--- config.mk ---
export PLATFORM = sky130hd
export DESIGN_NAME = icache_top
export DESIGN_NICKNAME = d
export VERILOG_FILES = /design/src/hw/icache_pkg.sv /design/src/hw/icache_ctrl_fsm.sv /design/src/hw/icache_req_buf.sv /design/src/hw/icache_tagv_array.sv /design/src/hw/icache_data_array.sv /design/src/hw/icache_lru.sv /design/src/hw/icache_top.sv
export VERILOG_INCLUDE_DIRS = /design/src /design/src/include
export SDC_FILE = /design/constraint.sdc
export NUM_CORES = 2
export LEC_CHECK = 0
export CAP_MARGIN = 20
export CORE_AREA = 2 2 441 312
export CTS_BUF_LIST = sky130_fd_sc_hd__clkbuf_4
export CTS_CLUSTER_DIAMETER = 30
export DETAILED_ROUTE_END_ITERATION = 7
export DIE_AREA = 0 0 443 314
export DONT_BUFFER_PORTS = 1
export MAX_ROUTING_LAYER = met4
export PLACE_DENSITY = 0.72
export SETUP_SLACK_MARGIN = 0.05
export SLEW_MARGIN = 40
export SYNTH_ARGS = -nofsm -noshare
export SYNTH_HDL_FRONTEND = slang
export SYNTH_SLANG_ARGS = --single-unit
--- constraint.sdc ---
create_clock -name clk -period 6.42 [get_ports clk]
set_clock_uncertainty 0.2 [all_clocks]
set_input_delay 1.284 -clock clk [delete_from_list [all_inputs] [get_ports clk]]
set_output_delay 1.284 -clock clk [all_outputs]
set_load 0.005 [all_outputs]
--- src/include/icache_config.svh ---
`ifndef ICACHE_CONFIG_SVH
`define ICACHE_CONFIG_SVH

//////////////////////////////////////////////////
// cache geometry
//////////////////////////////////////////////////

// set index width, 16 sets by default
`define ICACHE_INDEX_W 4

// one word per line, so the tag is everything above the index
`define ICACHE_TAG_W (30 - `ICACHE_INDEX_W)

// word handed back for a flushed fetch
// andi r0, r0, 0
`define ICACHE_NOP 32'h0340_0000

`endif

--- src/hw/icache_pkg.sv ---
`include "icache_config.svh"

package icache_pkg;

    typedef logic [31:0]                 fetch_addr_t;
    typedef logic [31:0]                 inst_t;
    typedef logic [`ICACHE_INDEX_W-1:0]  set_idx_t;
    typedef logic [`ICACHE_TAG_W-1:0]    tag_t;

    // one bit per way, bit 1 is way 1
    typedef logic [1:0]                  way_vec_t;

    // pipeline control towards the cache
    typedef struct packed {
        logic stall;
        logic flush;
    } pipe_ctrl_t;

    // memory side returns
    typedef struct packed {
        logic  addr_ok;
        logic  data_ok;
        inst_t rdata;
    } mem_resp_t;

    typedef enum logic [2:0] {
        idle,
        lookup,
        miss_req,
        miss_wait,
        stall_hold,
        flush
    } icache_state_e;

endpackage

--- src/hw/icache_ctrl_fsm.sv ---
`timescale 1ns/100ps

module icache_ctrl_fsm import icache_pkg::*; (
    input  logic       clk,
    input  logic       rstn,
    input  logic       fetch_valid,
    input  pipe_ctrl_t ctrl,
    output logic       fetch_ready,
    output logic       resp_valid,
    output logic       mem_req,
    input  mem_resp_t  mem_resp,
    input  way_vec_t   hit,
    input  logic       victim,
    output logic       rbuf_we,
    output logic       rd_en,
    output way_vec_t   refill_we,
    output logic       use_valid,
    output logic       use_way,
    output logic       sel_way,
    output logic       sel_return,
    output logic       send_nop
);

    icache_state_e state;
    icache_state_e next_state;
    logic          rstn_q;
    logic          ready_c;
    logic          accept;
    logic          hit_any;

    assign hit_any = |hit;

    // first cycle out of reset takes nothing
    always_ff @(posedge clk or negedge rstn) begin
        if (!rstn) begin
            rstn_q <= 1'b0;
        end else begin
            rstn_q <= 1'b1;
        end
    end

    //////////////////////////////////////////////////
    // acceptance
    //////////////////////////////////////////////////

    // states in which a new fetch can enter
    always_comb begin
        case (state)
            idle:       ready_c = !ctrl.stall;
            lookup:     ready_c = !ctrl.stall && !ctrl.flush && hit_any;
            miss_wait:  ready_c = mem_resp.data_ok && !ctrl.stall;
            stall_hold: ready_c = !ctrl.stall;
            flush:      ready_c = !ctrl.flush && !ctrl.stall;
            default:    ready_c = 1'b0;
        endcase
    end

    assign fetch_ready = ready_c && rstn_q;
    assign accept      = fetch_valid && fetch_ready;

    // buffer and array read move together with acceptance
    assign rbuf_we = accept;
    assign rd_en   = accept;

    //////////////////////////////////////////////////
    // state register and next state
    //////////////////////////////////////////////////

    always_ff @(posedge clk or negedge rstn) begin
        if (!rstn) begin
            state <= idle;
        end else begin
            state <= next_state;
        end
    end

    always_comb begin
        next_state = state;
        case (state)
            idle: begin
                next_state = accept ? lookup : idle;
            end
            lookup: begin
                // stall wins over flush, flush wins over a miss
                if (ctrl.stall) begin
                    next_state = lookup;
                end else if (ctrl.flush) begin
                    next_state = flush;
                end else if (!hit_any) begin
                    next_state = miss_req;
                end else begin
                    next_state = accept ? lookup : idle;
                end
            end
            miss_req: begin
                next_state = mem_resp.addr_ok ? miss_wait : miss_req;
            end
            miss_wait: begin
                if (!mem_resp.data_ok) begin
                    next_state = miss_wait;
                end else if (ctrl.stall) begin
                    next_state = stall_hold;
                end else begin
                    next_state = accept ? lookup : idle;
                end
            end
            stall_hold: begin
                if (ctrl.stall) begin
                    next_state = stall_hold;
                end else begin
                    next_state = accept ? lookup : idle;
                end
            end
            flush: begin
                if (ctrl.flush) begin
                    next_state = flush;
                end else begin
                    next_state = accept ? lookup : idle;
                end
            end
            default: begin
                next_state = idle;
            end
        endcase
    end

    //////////////////////////////////////////////////
    // output decode
    //////////////////////////////////////////////////

    always_comb begin
        resp_valid = 1'b0;
        mem_req    = 1'b0;
        refill_we  = '0;
        use_valid  = 1'b0;
        use_way    = 1'b0;
        sel_way    = 1'b0;
        sel_return = 1'b0;
        send_nop   = 1'b0;
        case (state)
            lookup: begin
                case (next_state)
                    flush: begin
                        resp_valid = 1'b1;
                        send_nop   = 1'b1;
                    end
                    lookup, idle: begin
                        // lookup to lookup under stall is a hold, not a hit
                        if (!ctrl.stall) begin
                            resp_valid = 1'b1;
                            use_valid  = 1'b1;
                            use_way    = hit[1];
                            sel_way    = hit[1];
                        end
                    end
                    default: begin
                    end
                endcase
            end
            miss_req: begin
                mem_req = 1'b1;
            end
            miss_wait: begin
                if (mem_resp.data_ok) begin
                    // fill the lru victim and forward the word
                    refill_we  = victim ? 2'b10 : 2'b01;
                    use_valid  = 1'b1;
                    use_way    = victim;
                    sel_return = 1'b1;
                    resp_valid = (next_state != stall_hold);
                end
            end
            stall_hold: begin
                sel_return = 1'b1;
                resp_valid = (next_state != stall_hold);
            end
            default: begin
            end
        endcase
    end

endmodule

--- src/hw/icache_req_buf.sv ---
`timescale 1ns/100ps

`include "icache_config.svh"

module icache_req_buf import icache_pkg::*; (
    input  logic        clk,
    input  logic        rstn,
    input  logic        rbuf_we,
    input  fetch_addr_t fetch_addr,
    output fetch_addr_t req_addr,
    output set_idx_t    rd_idx,
    output set_idx_t    wr_idx,
    output tag_t        req_tag
);

    // byte offset is not kept
    logic [29:0] word_q;

    always_ff @(posedge clk or negedge rstn) begin
        if (!rstn) begin
            word_q <= '0;
        end else if (rbuf_we) begin
            word_q <= fetch_addr[31:2];
        end
    end

    // word aligned, also the refill address
    assign req_addr = {word_q, 2'b00};

    // array read uses the incoming index
    assign rd_idx  = fetch_addr[2 +: `ICACHE_INDEX_W];
    assign wr_idx  = word_q[0 +: `ICACHE_INDEX_W];
    assign req_tag = word_q[29 -: `ICACHE_TAG_W];

endmodule

--- src/hw/icache_tagv_array.sv ---
`timescale 1ns/100ps

module icache_tagv_array import icache_pkg::*; (
    input  logic     clk,
    input  logic     rstn,
    input  logic     rd_en,
    input  set_idx_t rd_idx,
    input  tag_t     req_tag,
    input  set_idx_t wr_idx,
    input  way_vec_t refill_we,
    output way_vec_t hit
);

    localparam int SETS = 1 << $bits(set_idx_t);

    for (genvar w = 0; w < 2; w++) begin : g_way
        tag_t            tag_mem [SETS];
        logic [SETS-1:0] vld_q;
        tag_t            rd_tag_q;
        logic            rd_vld_q;
        logic            bypass;

        // a fetch taken in the refill cycle may read the set being filled
        assign bypass = refill_we[w] && (rd_idx == wr_idx);

        always_ff @(posedge clk) begin
            if (refill_we[w]) begin
                tag_mem[wr_idx] <= req_tag;
            end
            if (rd_en) begin
                rd_tag_q <= bypass ? req_tag : tag_mem[rd_idx];
            end
        end

        always_ff @(posedge clk or negedge rstn) begin
            if (!rstn) begin
                vld_q    <= '0;
                rd_vld_q <= 1'b0;
            end else begin
                if (refill_we[w]) begin
                    vld_q[wr_idx] <= 1'b1;
                end
                if (rd_en) begin
                    rd_vld_q <= bypass || vld_q[rd_idx];
                end
            end
        end

        // compare against the buffered tag
        assign hit[w] = rd_vld_q && (rd_tag_q == req_tag);
    end

endmodule

--- src/hw/icache_data_array.sv ---
`timescale 1ns/100ps

`include "icache_config.svh"

module icache_data_array import icache_pkg::*; (
    input  logic     clk,
    input  logic     rd_en,
    input  set_idx_t rd_idx,
    input  set_idx_t wr_idx,
    input  way_vec_t refill_we,
    input  inst_t    refill_data,
    input  logic     sel_way,
    input  logic     sel_return,
    input  logic     send_nop,
    output inst_t    resp_inst
);

    localparam int SETS = 1 << $bits(set_idx_t);

    inst_t way_word [2];
    inst_t ret_q;

    for (genvar w = 0; w < 2; w++) begin : g_way
        inst_t word_mem [SETS];
        inst_t rd_q;

        always_ff @(posedge clk) begin
            if (refill_we[w]) begin
                word_mem[wr_idx] <= refill_data;
            end
            // write-first when the same set is read and filled
            if (rd_en) begin
                rd_q <= (refill_we[w] && (rd_idx == wr_idx)) ? refill_data : word_mem[rd_idx];
            end
        end

        assign way_word[w] = rd_q;
    end

    // copy of the refill word for a response held by stall
    always_ff @(posedge clk) begin
        if (|refill_we) begin
            ret_q <= refill_data;
        end
    end

    always_comb begin
        if (send_nop) begin
            resp_inst = `ICACHE_NOP;
        end else if (sel_return) begin
            resp_inst = (|refill_we) ? refill_data : ret_q;
        end else begin
            resp_inst = way_word[sel_way];
        end
    end

endmodule

--- src/hw/icache_lru.sv ---
`timescale 1ns/100ps

module icache_lru import icache_pkg::*; (
    input  logic     clk,
    input  logic     rstn,
    input  set_idx_t idx,
    input  logic     use_valid,
    input  logic     use_way,
    output logic     victim
);

    localparam int SETS = 1 << $bits(set_idx_t);

    // per set, the way touched longest ago
    logic [SETS-1:0] lru_q;

    always_ff @(posedge clk or negedge rstn) begin
        if (!rstn) begin
            lru_q <= '0;
        end else if (use_valid) begin
            lru_q[idx] <= ~use_way;
        end
    end

    assign victim = lru_q[idx];

endmodule

--- src/hw/icache_top.sv ---
`timescale 1ns/100ps

module icache_top import icache_pkg::*; (
    input  logic        clk,
    input  logic        rstn,
    // pipeline side
    input  logic        fetch_valid,
    input  fetch_addr_t fetch_addr,
    input  pipe_ctrl_t  ctrl,
    output logic        fetch_ready,
    output logic        resp_valid,
    output inst_t       resp_inst,
    // memory side
    output logic        mem_req,
    output fetch_addr_t mem_addr,
    input  mem_resp_t   mem_resp
);

    logic     rbuf_we;
    logic     rd_en;
    way_vec_t refill_we;
    logic     use_valid;
    logic     use_way;
    logic     sel_way;
    logic     sel_return;
    logic     send_nop;
    way_vec_t hit;
    logic     victim;
    set_idx_t rd_idx;
    set_idx_t wr_idx;
    tag_t     req_tag;

    icache_ctrl_fsm u_fsm (
        .clk         (clk),
        .rstn        (rstn),
        .fetch_valid (fetch_valid),
        .ctrl        (ctrl),
        .fetch_ready (fetch_ready),
        .resp_valid  (resp_valid),
        .mem_req     (mem_req),
        .mem_resp    (mem_resp),
        .hit         (hit),
        .victim      (victim),
        .rbuf_we     (rbuf_we),
        .rd_en       (rd_en),
        .refill_we   (refill_we),
        .use_valid   (use_valid),
        .use_way     (use_way),
        .sel_way     (sel_way),
        .sel_return  (sel_return),
        .send_nop    (send_nop)
    );

    icache_req_buf u_rbuf (
        .clk        (clk),
        .rstn       (rstn),
        .rbuf_we    (rbuf_we),
        .fetch_addr (fetch_addr),
        .req_addr   (mem_addr),
        .rd_idx     (rd_idx),
        .wr_idx     (wr_idx),
        .req_tag    (req_tag)
    );

    icache_tagv_array u_tagv (
        .clk       (clk),
        .rstn      (rstn),
        .rd_en     (rd_en),
        .rd_idx    (rd_idx),
        .req_tag   (req_tag),
        .wr_idx    (wr_idx),
        .refill_we (refill_we),
        .hit       (hit)
    );

    icache_data_array u_data (
        .clk         (clk),
        .rd_en       (rd_en),
        .rd_idx      (rd_idx),
        .wr_idx      (wr_idx),
        .refill_we   (refill_we),
        .refill_data (mem_resp.rdata),
        .sel_way     (sel_way),
        .sel_return  (sel_return),
        .send_nop    (send_nop),
        .resp_inst   (resp_inst)
    );

    icache_lru u_lru (
        .clk       (clk),
        .rstn      (rstn),
        .idx       (wr_idx),
        .use_valid (use_valid),
        .use_way   (use_way),
        .victim    (victim)
    );

endmodule

; ---- After elaboration in Yosys (flattened, before gate mapping)
; Memory sizes are Yosys's and may differ from the RTL's. A register that Yosys moved wholly into a read port is not among the register bits.
; Cells that the tools add are included.
[classes]
n_addsub = 0
n_mul = 0
div = 0
magnitude_cmp = 4
eq_ne = 11
n_shift = 0
n_mux = 48
bitwise_logic = 4
n_reduce_logical = 20
[ops]
columns = op, count
row1 = 32-bit two-way mux, 6
row2 = 26-bit == test, 2
row3 = 16-bit bitwise OR, 2
row4 = 1-bit two-way mux, 21
row5 = 3-bit two-way mux, 6
row6 = 3-bit case mux with 6 select lines, 1
row7 = 16-bit bitwise mux, 1
row8 = 1-bit binary-select mux with 4-bit select, 3
row9 = 1-bit logical AND, 10
row10 = 4-bit by 5-bit < comparator with 1-bit output (second input constant), 2
row11 = 3-bit == test (second input constant), 3
row12 = 1-bit case mux with 2 select lines, 4
row13 = 2-bit OR reduction, 4
row14 = 3-bit by 1-bit == test with 1-bit output (second input constant), 2
row15 = 3-bit by 2-bit == test with 1-bit output (second input constant), 2
row16 = 3-bit logical NOT, 2
row17 = 2-bit two-way mux, 3
row18 = 1-bit demux with 4-bit select, 1
row19 = 4-bit == test, 1
row20 = 4-bit by 1-bit >= comparator with 1-bit output (second input constant), 1
row21 = 1-bit case mux with 4 select lines, 1
row22 = 3-bit != test (second input constant), 1
row23 = 1-bit case mux with 3 select lines, 1
row24 = 2-bit >= comparator (second input constant), 1
row25 = 4 further kinds, 6
[totals]
reg_bits = 116
latchBits = 0
mem_bits_rw = 1856
mem_bits_ro = 0
in_bits = 71
out_inout_bits = 67
wordCells = 100
mem_count = 4
[memory_table]
columns = memory, words, width, read_ports, rd_ports_with_merged_regs, wr, line_no
row1 = u_data.g_way[0].word_mem, 16, 32, 1, 1, 1, icache_data_array.sv:24  ; inst_t word_mem [SETS];
row2 = u_data.g_way[1].word_mem, 16, 32, 1, 1, 1, icache_data_array.sv:24
row3 = u_tagv.g_way[0].tag_mem, 16, 26, 1, 1, 1, icache_tagv_array.sv:17  ; tag_t tag_mem [SETS];
row4 = u_tagv.g_way[1].tag_mem, 16, 26, 1, 1, 1, icache_tagv_array.sv:17

; ---- Depth between registers and ports, before layout
[depth]
word_depth = 22
depth_mapped = 10

; ---- Cells and area by module
; From an unflattened synthesis, not the netlist that was laid out.
[unflattened]
cells_unflattened = 3782
area_unflattened_um2 = 81260.4
[by_module_without_submodules]
columns = module, instances, cells_per_inst, area_each_um2
row1 = icache_data_array, 1, 1959, 43017.5
row2 = icache_tagv_array, 1, 1595, 35424.0
row3 = icache_req_buf, 1, 100, 1508.9
row4 = icache_lru, 1, 74, 833.3
row5 = icache_ctrl_fsm, 1, 54, 476.7

; ---- Worst setup path after synthesis
; No wires, ideal clock.
[synth_timing]
path_type = input-to-reg
start = in ctrl[1] (netlist name)
end = reg u_data.g_way[0].rd_q[0], read port of u_data.g_way[0].word_mem (enable)
setup_ns = 0.469
arrival_ns = 4.771
t_required_ns = 5.751
setup_slack_ns = 0.980
stages = 5
path_buffers = 1
cell_sequence = nor4_1 nor2b_1 o2111ai_1 buf_2 inv_1
[synth_between]
elab_chain_cells = 6
elab_cells_between_ends = 7
cone_classes = mux (1) / reduce/logical (6)
[synth_lines]
columns = element, line_no
row1 = start: declaration, icache_top.sv:9  ; input pipe_ctrl_t ctrl,
row2 = 1-bit logical NOT *, -
row3 = 1-bit logical AND, "icache_ctrl_fsm.sv:50, icache_ctrl_fsm.sv:53"
row4 = 1-bit logical AND, icache_ctrl_fsm.sv:50  ; lookup: ready_c = !ctrl.stall && !ctrl.flush && hit_any;
row5 = 1-bit case mux with 4 select lines *, icache_ctrl_fsm.sv:48  ; case (state)
row6 = 1-bit logical AND *, icache_ctrl_fsm.sv:58  ; assign fetch_ready = ready_c && rstn_q;
row7 = 1-bit logical AND *, icache_ctrl_fsm.sv:59  ; assign accept = fetch_valid && fetch_ready;
row8 = end: declaration, icache_data_array.sv:25  ; inst_t rd_q;
; Mark *: on every way between the ends. The rest lies on a longest branch, timed or not.
; A chain may end at the register's enable or synchronous reset.

; ---- Final worst setup path
[layout_timing]
start = reg u_rbuf.word_q[22]
end = out resp_inst[4]
[layout_between]
elab_chain_cells = 22
elab_cells_between_ends = 32
cone_classes = eq/ne (4) / mux (19) / bitwise (1) / reduce/logical (8)
[layout_lines]
columns = element, line_no
row1 = start: declaration, icache_req_buf.sv:17  ; logic [29:0] word_q;
row2 = start signal: assignment, icache_req_buf.sv:23  ; word_q <= fetch_addr[31:2];
row3 = 26-bit == test, icache_tagv_array.sv:50  ; assign hit[w] = rd_vld_q && (rd_tag_q == req_tag);
row4 = 1-bit logical AND, icache_tagv_array.sv:50
row5 = 2-bit OR reduction, icache_ctrl_fsm.sv:31  ; assign hit_any = |hit;
row6 = 1-bit logical AND, icache_ctrl_fsm.sv:50
row7 = 1-bit case mux with 4 select lines, icache_ctrl_fsm.sv:48
row8 = 1-bit logical AND, icache_ctrl_fsm.sv:58
row9 = 1-bit logical AND, icache_ctrl_fsm.sv:59
row10 = 1-bit two-way mux, -
row11 = [4 not listed], -
row12 = 3-bit by 1-bit == test with 1-bit output or 3-bit logical NOT (tied branches), icache_ctrl_fsm.sv:142  ; case (next_state)
row13 = 2-bit OR reduction, icache_ctrl_fsm.sv:142
row14 = 1-bit two-way mux, icache_ctrl_fsm.sv:142
row15 = 1-bit two-way mux, icache_ctrl_fsm.sv:140  ; case (state)
row16 = 1-bit inverter with 2-bit output (not written as such), icache_data_array.sv:53  ; resp_inst = way_word[sel_way];
row17 = 32-bit two-way mux (not written as such) (3 in series), icache_data_array.sv:53
row18 = 32-bit two-way mux, icache_data_array.sv:50  ; end else if (sel_return) begin
row19 = 32-bit two-way mux *, icache_data_array.sv:48  ; if (send_nop) begin
row20 = end: declaration, icache_top.sv:12  ; output inst_t resp_inst,
; Mark *: on every way between the ends. The rest lies on a longest branch, timed or not. The select of a mux whose other input is x is not followed.

==> impl_metrics.ini <==
[run_status]
outcome = complete, no violations

[setup_path]
cpMaxStageDelayCell = nor4_1
ff2ff_path_depth = 6
critical_path_buf_inv_count = 1
critical-path-top-delay-family = simple AND/OR/NAND/NOR gates
rrSetupSlack_ns = 1.33
r2r-end = u_tagv.g_way[0].tag_mem[4][15]$_DFFE_PP_
r2r_start = u_rbuf.word_q[0]$_DFFE_PN0N_
worstSetupPathType = reg2out
arrival_ns = 4.48
critPathLaunchType = flop
endpoint_kind = output pin
worst_ep_required_time_ns = 4.94
worstPathCellList = xnor2_1 -> nand4_1 -> nor4_1 -> nand3_4 -> buf_12 -> mux2i_1 -> a21oi_1
critPathMaxFanout = 18
cpPeakStageDelay_ns = 0.59

[cts]
cts_tree = built
cts_made_buffers = 483
holdBufCountCts = 75
cts_setup_buffers = 0
cts_root_buffer = clkbuf_4
path_clk_slew_ns = 0.07
clk_latency_ns = 1.38
ctsHtreeMaxLevel = 5
cts_buffer_depth = 4
ctsResizeCount = 0
numClockSinks = 2088

[logic_synthesis]
yosysTopAreaCellShare_pct = 73.7
synth_compound_area_share_pct = 0.729
ys_seq_elements = 2088
synth.top_cells.by_count = 1972 x edfxtp_1, 595 x mux4_2, 138 x mux2_2, 116 x clkbuf_1, 111 x nand2_1
ys_types = 39
synthXorXnorAreaFrac_pct = 0.610
synth-main-ff-cell = edfxtp_1
yosysWarnings = 0
synthesis.instances = 3465
ys_top_cells_by_area = edfxtp_1 74%, mux4_2 17%, dfrtp_1 2.6%
synth_top_family_by_area = multiplexers
syn_area_sq_um = 80400
synth_edf_count = 1972
postSynth.asyncResetShare_pct = 4.02
yosys.area_share.simple_pct = 1.47
muxShareOfSynthArea_pct = 19.1
yosys.area.top_type = edfxtp_1
yosys.area_share.adder_pct = 0
ys_seq_area_share_pct = 77.1
yosysMostFrequentCell = edfxtp_1
avgSynthCellArea_sq_um = 23.2

[die]
die_x_microns = 443
die_area_sq_um = 139000
start_util_pct = 59.6
num_io_pins = 138
fp.dieH_microns = 314
core-area_sq_um = 135000
core.rowCount = 113

[min_path]
hp-start = fetch_addr[5]
min_to = u_data.g_way[0].rd_q[17]$_DFFE_PN_
hp-class = in2reg
whs_path_depth = 2

[grt]
grt_max_degree = 475
grt_overflow = 0
first_global_vias = 40943
antenna_found_initial = 7
grt_usage_pct = 28.9
grt_pass1_wl_microns = 278000

[place]
dp.cells = 5181
finalWeightedCongestion = 0.826
pre_cts_ws_ns = 1.37
io_buffers = 0
dp_hpwl_microns = 95500

[sta]
setup_viol = 0
fin_ws_ns = 0.453
fin_setup_tns_ns = 0
drv_slew = 0
fmax_ghz = 0.168
finalHoldViolCount = 0
period_minus_slack_ns = 5.97
max_slew_margin_pct = 31.0
period_share_pct = 92.9
tightest_slew_ns = 1.04
rsz0062_at_grt = no

[power_and_ir_drop]
switching_share_pct = 25.0
p_int_mw = 22.6
vdd.ir_drop.worst_mv = 0.220
power_switching_mw = 7.54
cellPowerDensity_nw_per_um2 = 333
p_leak_nw = 29.6
total_power_mw = 30.1
power_frac_clock_pct = 34.8
power_frac_comb_pct = 10.7
seqPwrFrac_pct = 54.5

[detailed_routing]
drt_wl_total_microns = 191000
vias = 39630
viasPerCell = 6.46
antenna_left = 0
first_iter_violations = 5192
drcViolationCount = 0
dr.pass1.iters = 6
wl_per_cell_microns = 31.2

[cells_and_area]
instances_no_fill = 6133
nFillCells = 8367
nNetsFinal = 4037
drive_above_1_share_pct = 39.5
area_growth_pct = 12.6

[flow_run]
max_cap_viol_count = 0
per-stage QoR:
stage | instance area [sq um] | utilization [%] | hold WS [ns]
floorplan | 80400 | - | 0.214
global placement | 83100 | 61.7 | 0.227
detailed placement | 83400 | 61.9 | 0.228
CTS | 90400 | 67.1 | 0.00572
global route | 90500 | 67.2 | 0.0280
finish | 90500 | 67.2 | 0.143
sequential cells by signal, summed over array words and instances (netlist names), 16 cells and up:
register               flops
u_data.g_way.rd_q         64
u_data.g_way.word_mem   1024
u_data.ret_q              32
u_lru.lru_q               16
u_rbuf.word_q             30
u_tagv.g_way.rd_tag_q     52
u_tagv.g_way.tag_mem     832
u_tagv.g_way.vld_q        32
power groups by stage:
| stage | sequential [mW] | clock, mW | combinational [mW] |
|---|---|---|---|
| floorplan | 17.0 | 0 | 1.45 |
| global placement | 16.7 | 0 | 2.79 |
| detailed placement | 16.7 | 0 | 2.94 |
| CTS | 16.4 | 10.7 | 3.11 |
| global route | 16.4 | 11.4 | 3.45 |
| finish | 16.4 | 10.5 | 3.22 |
worst max-delay path by stage:
| stage | cells after the start | end | slack, ns | from |
|---|---|---|---|---|
| 2_1_floorplan | 5 | u_data.g_way[0].rd_q[0]$_DFFE_PN_ | 0.98 | ctrl[1] |
| 3_3_place_gp | 6 | u_data.g_way[0].word_mem[4][7]$_DFFE_PP_ | 1.60 | u_rbuf.word_q[0]$_DFFE_PN0N_ |
| 3_5_place_dp | 6 | u_data.g_way[0].word_mem[4][7]$_DFFE_PP_ | 1.37 | u_rbuf.word_q[0]$_DFFE_PN0N_ |
| 4_1_cts | 7 | resp_inst[4] | 0.41 | u_rbuf.word_q[22]$_DFFE_PN0N_ |
| 5_1_grt | 7 | resp_inst[4] | 0.31 | u_rbuf.word_q[8]$_DFFE_PN0N_ |
| 6_report | 7 | resp_inst[4] | 0.45 | u_rbuf.word_q[22]$_DFFE_PN0N_ |
area by class of cell:
| class | count | area [sq um] | share of cell area (%) |
|---|---|---|---|
| clock buffers | 734 | 5510 | 6.09 |
| multi-input cells | 1195 | 18000 | 19.9 |
| inverters | 4 | 20.0 | 0.0221 |
| repair buffers | 194 | 2110 | 2.34 |
| diodes | 6 | 15.0 | 0.0166 |
| flip-flops and latches | 2088 | 62000 | 68.5 |
| well taps | 1782 | 2230 | 2.46 |
| clock inverters | 130 | 681 | 0.752 |
placed cells by master, fill, tap and decap left out, types with 7 or more instances in the layout:
cell	synthesis	final
nand2_1	111	111
dlygate4sd3_1	0	42
clkbuf_4	0	734
mux2i_1	33	33
buf_12	0	24
clkinv_1	0	100
dfrtp_1	84	84
xnor2_1	55	55
a21oi_1	34	32
mux4_2	595	595
or2_2	25	25
buf_2	13	27
nand4_1	25	25
nand3_1	11	9
buf_8	0	8
buf_16	0	13
nor2_4	0	33
edfxtp_1	1972	1972
nor2b_1	8	8
mux2_1	9	9
or2_1	7	7
dfxtp_1	32	32
clkinv_2	0	17
o21ai_0	63	63
buf_4	7	80
mux2_2	138	138
nor2_1	47	14
kinds of logic after synthesis:
logic type,Yosys count
mux,775
xor+xnor,56
simple gates,252
flops,2088
compound gates,109
other cells,2
buf+inv,183
routing by layer:
| layer | wire length (microns) | track usage, % | vias to the layer above |
|---|---|---|---|
| li1 | - | - | 16005 |
| met1 | 75700 | 40.7 | 21003 |
| met2 | 92300 | 43.0 | 2313 |
| met3 | 19000 | 6.37 | 309 |
| met4 | 4220 | 9.32 | 0 |
| met5 | 0 | - | - |
worst register-to-register path, stage by stage, from the launching register on:
cell	delay (ns)
dfrtp_1	0.87
mux4_2	0.65
mux4_2	0.62
nand2b_1	0.57
buf_4	0.43
nor2_4	0.63
buf_4	0.68
Note: power is estimated with default switching activity, not from simulation.
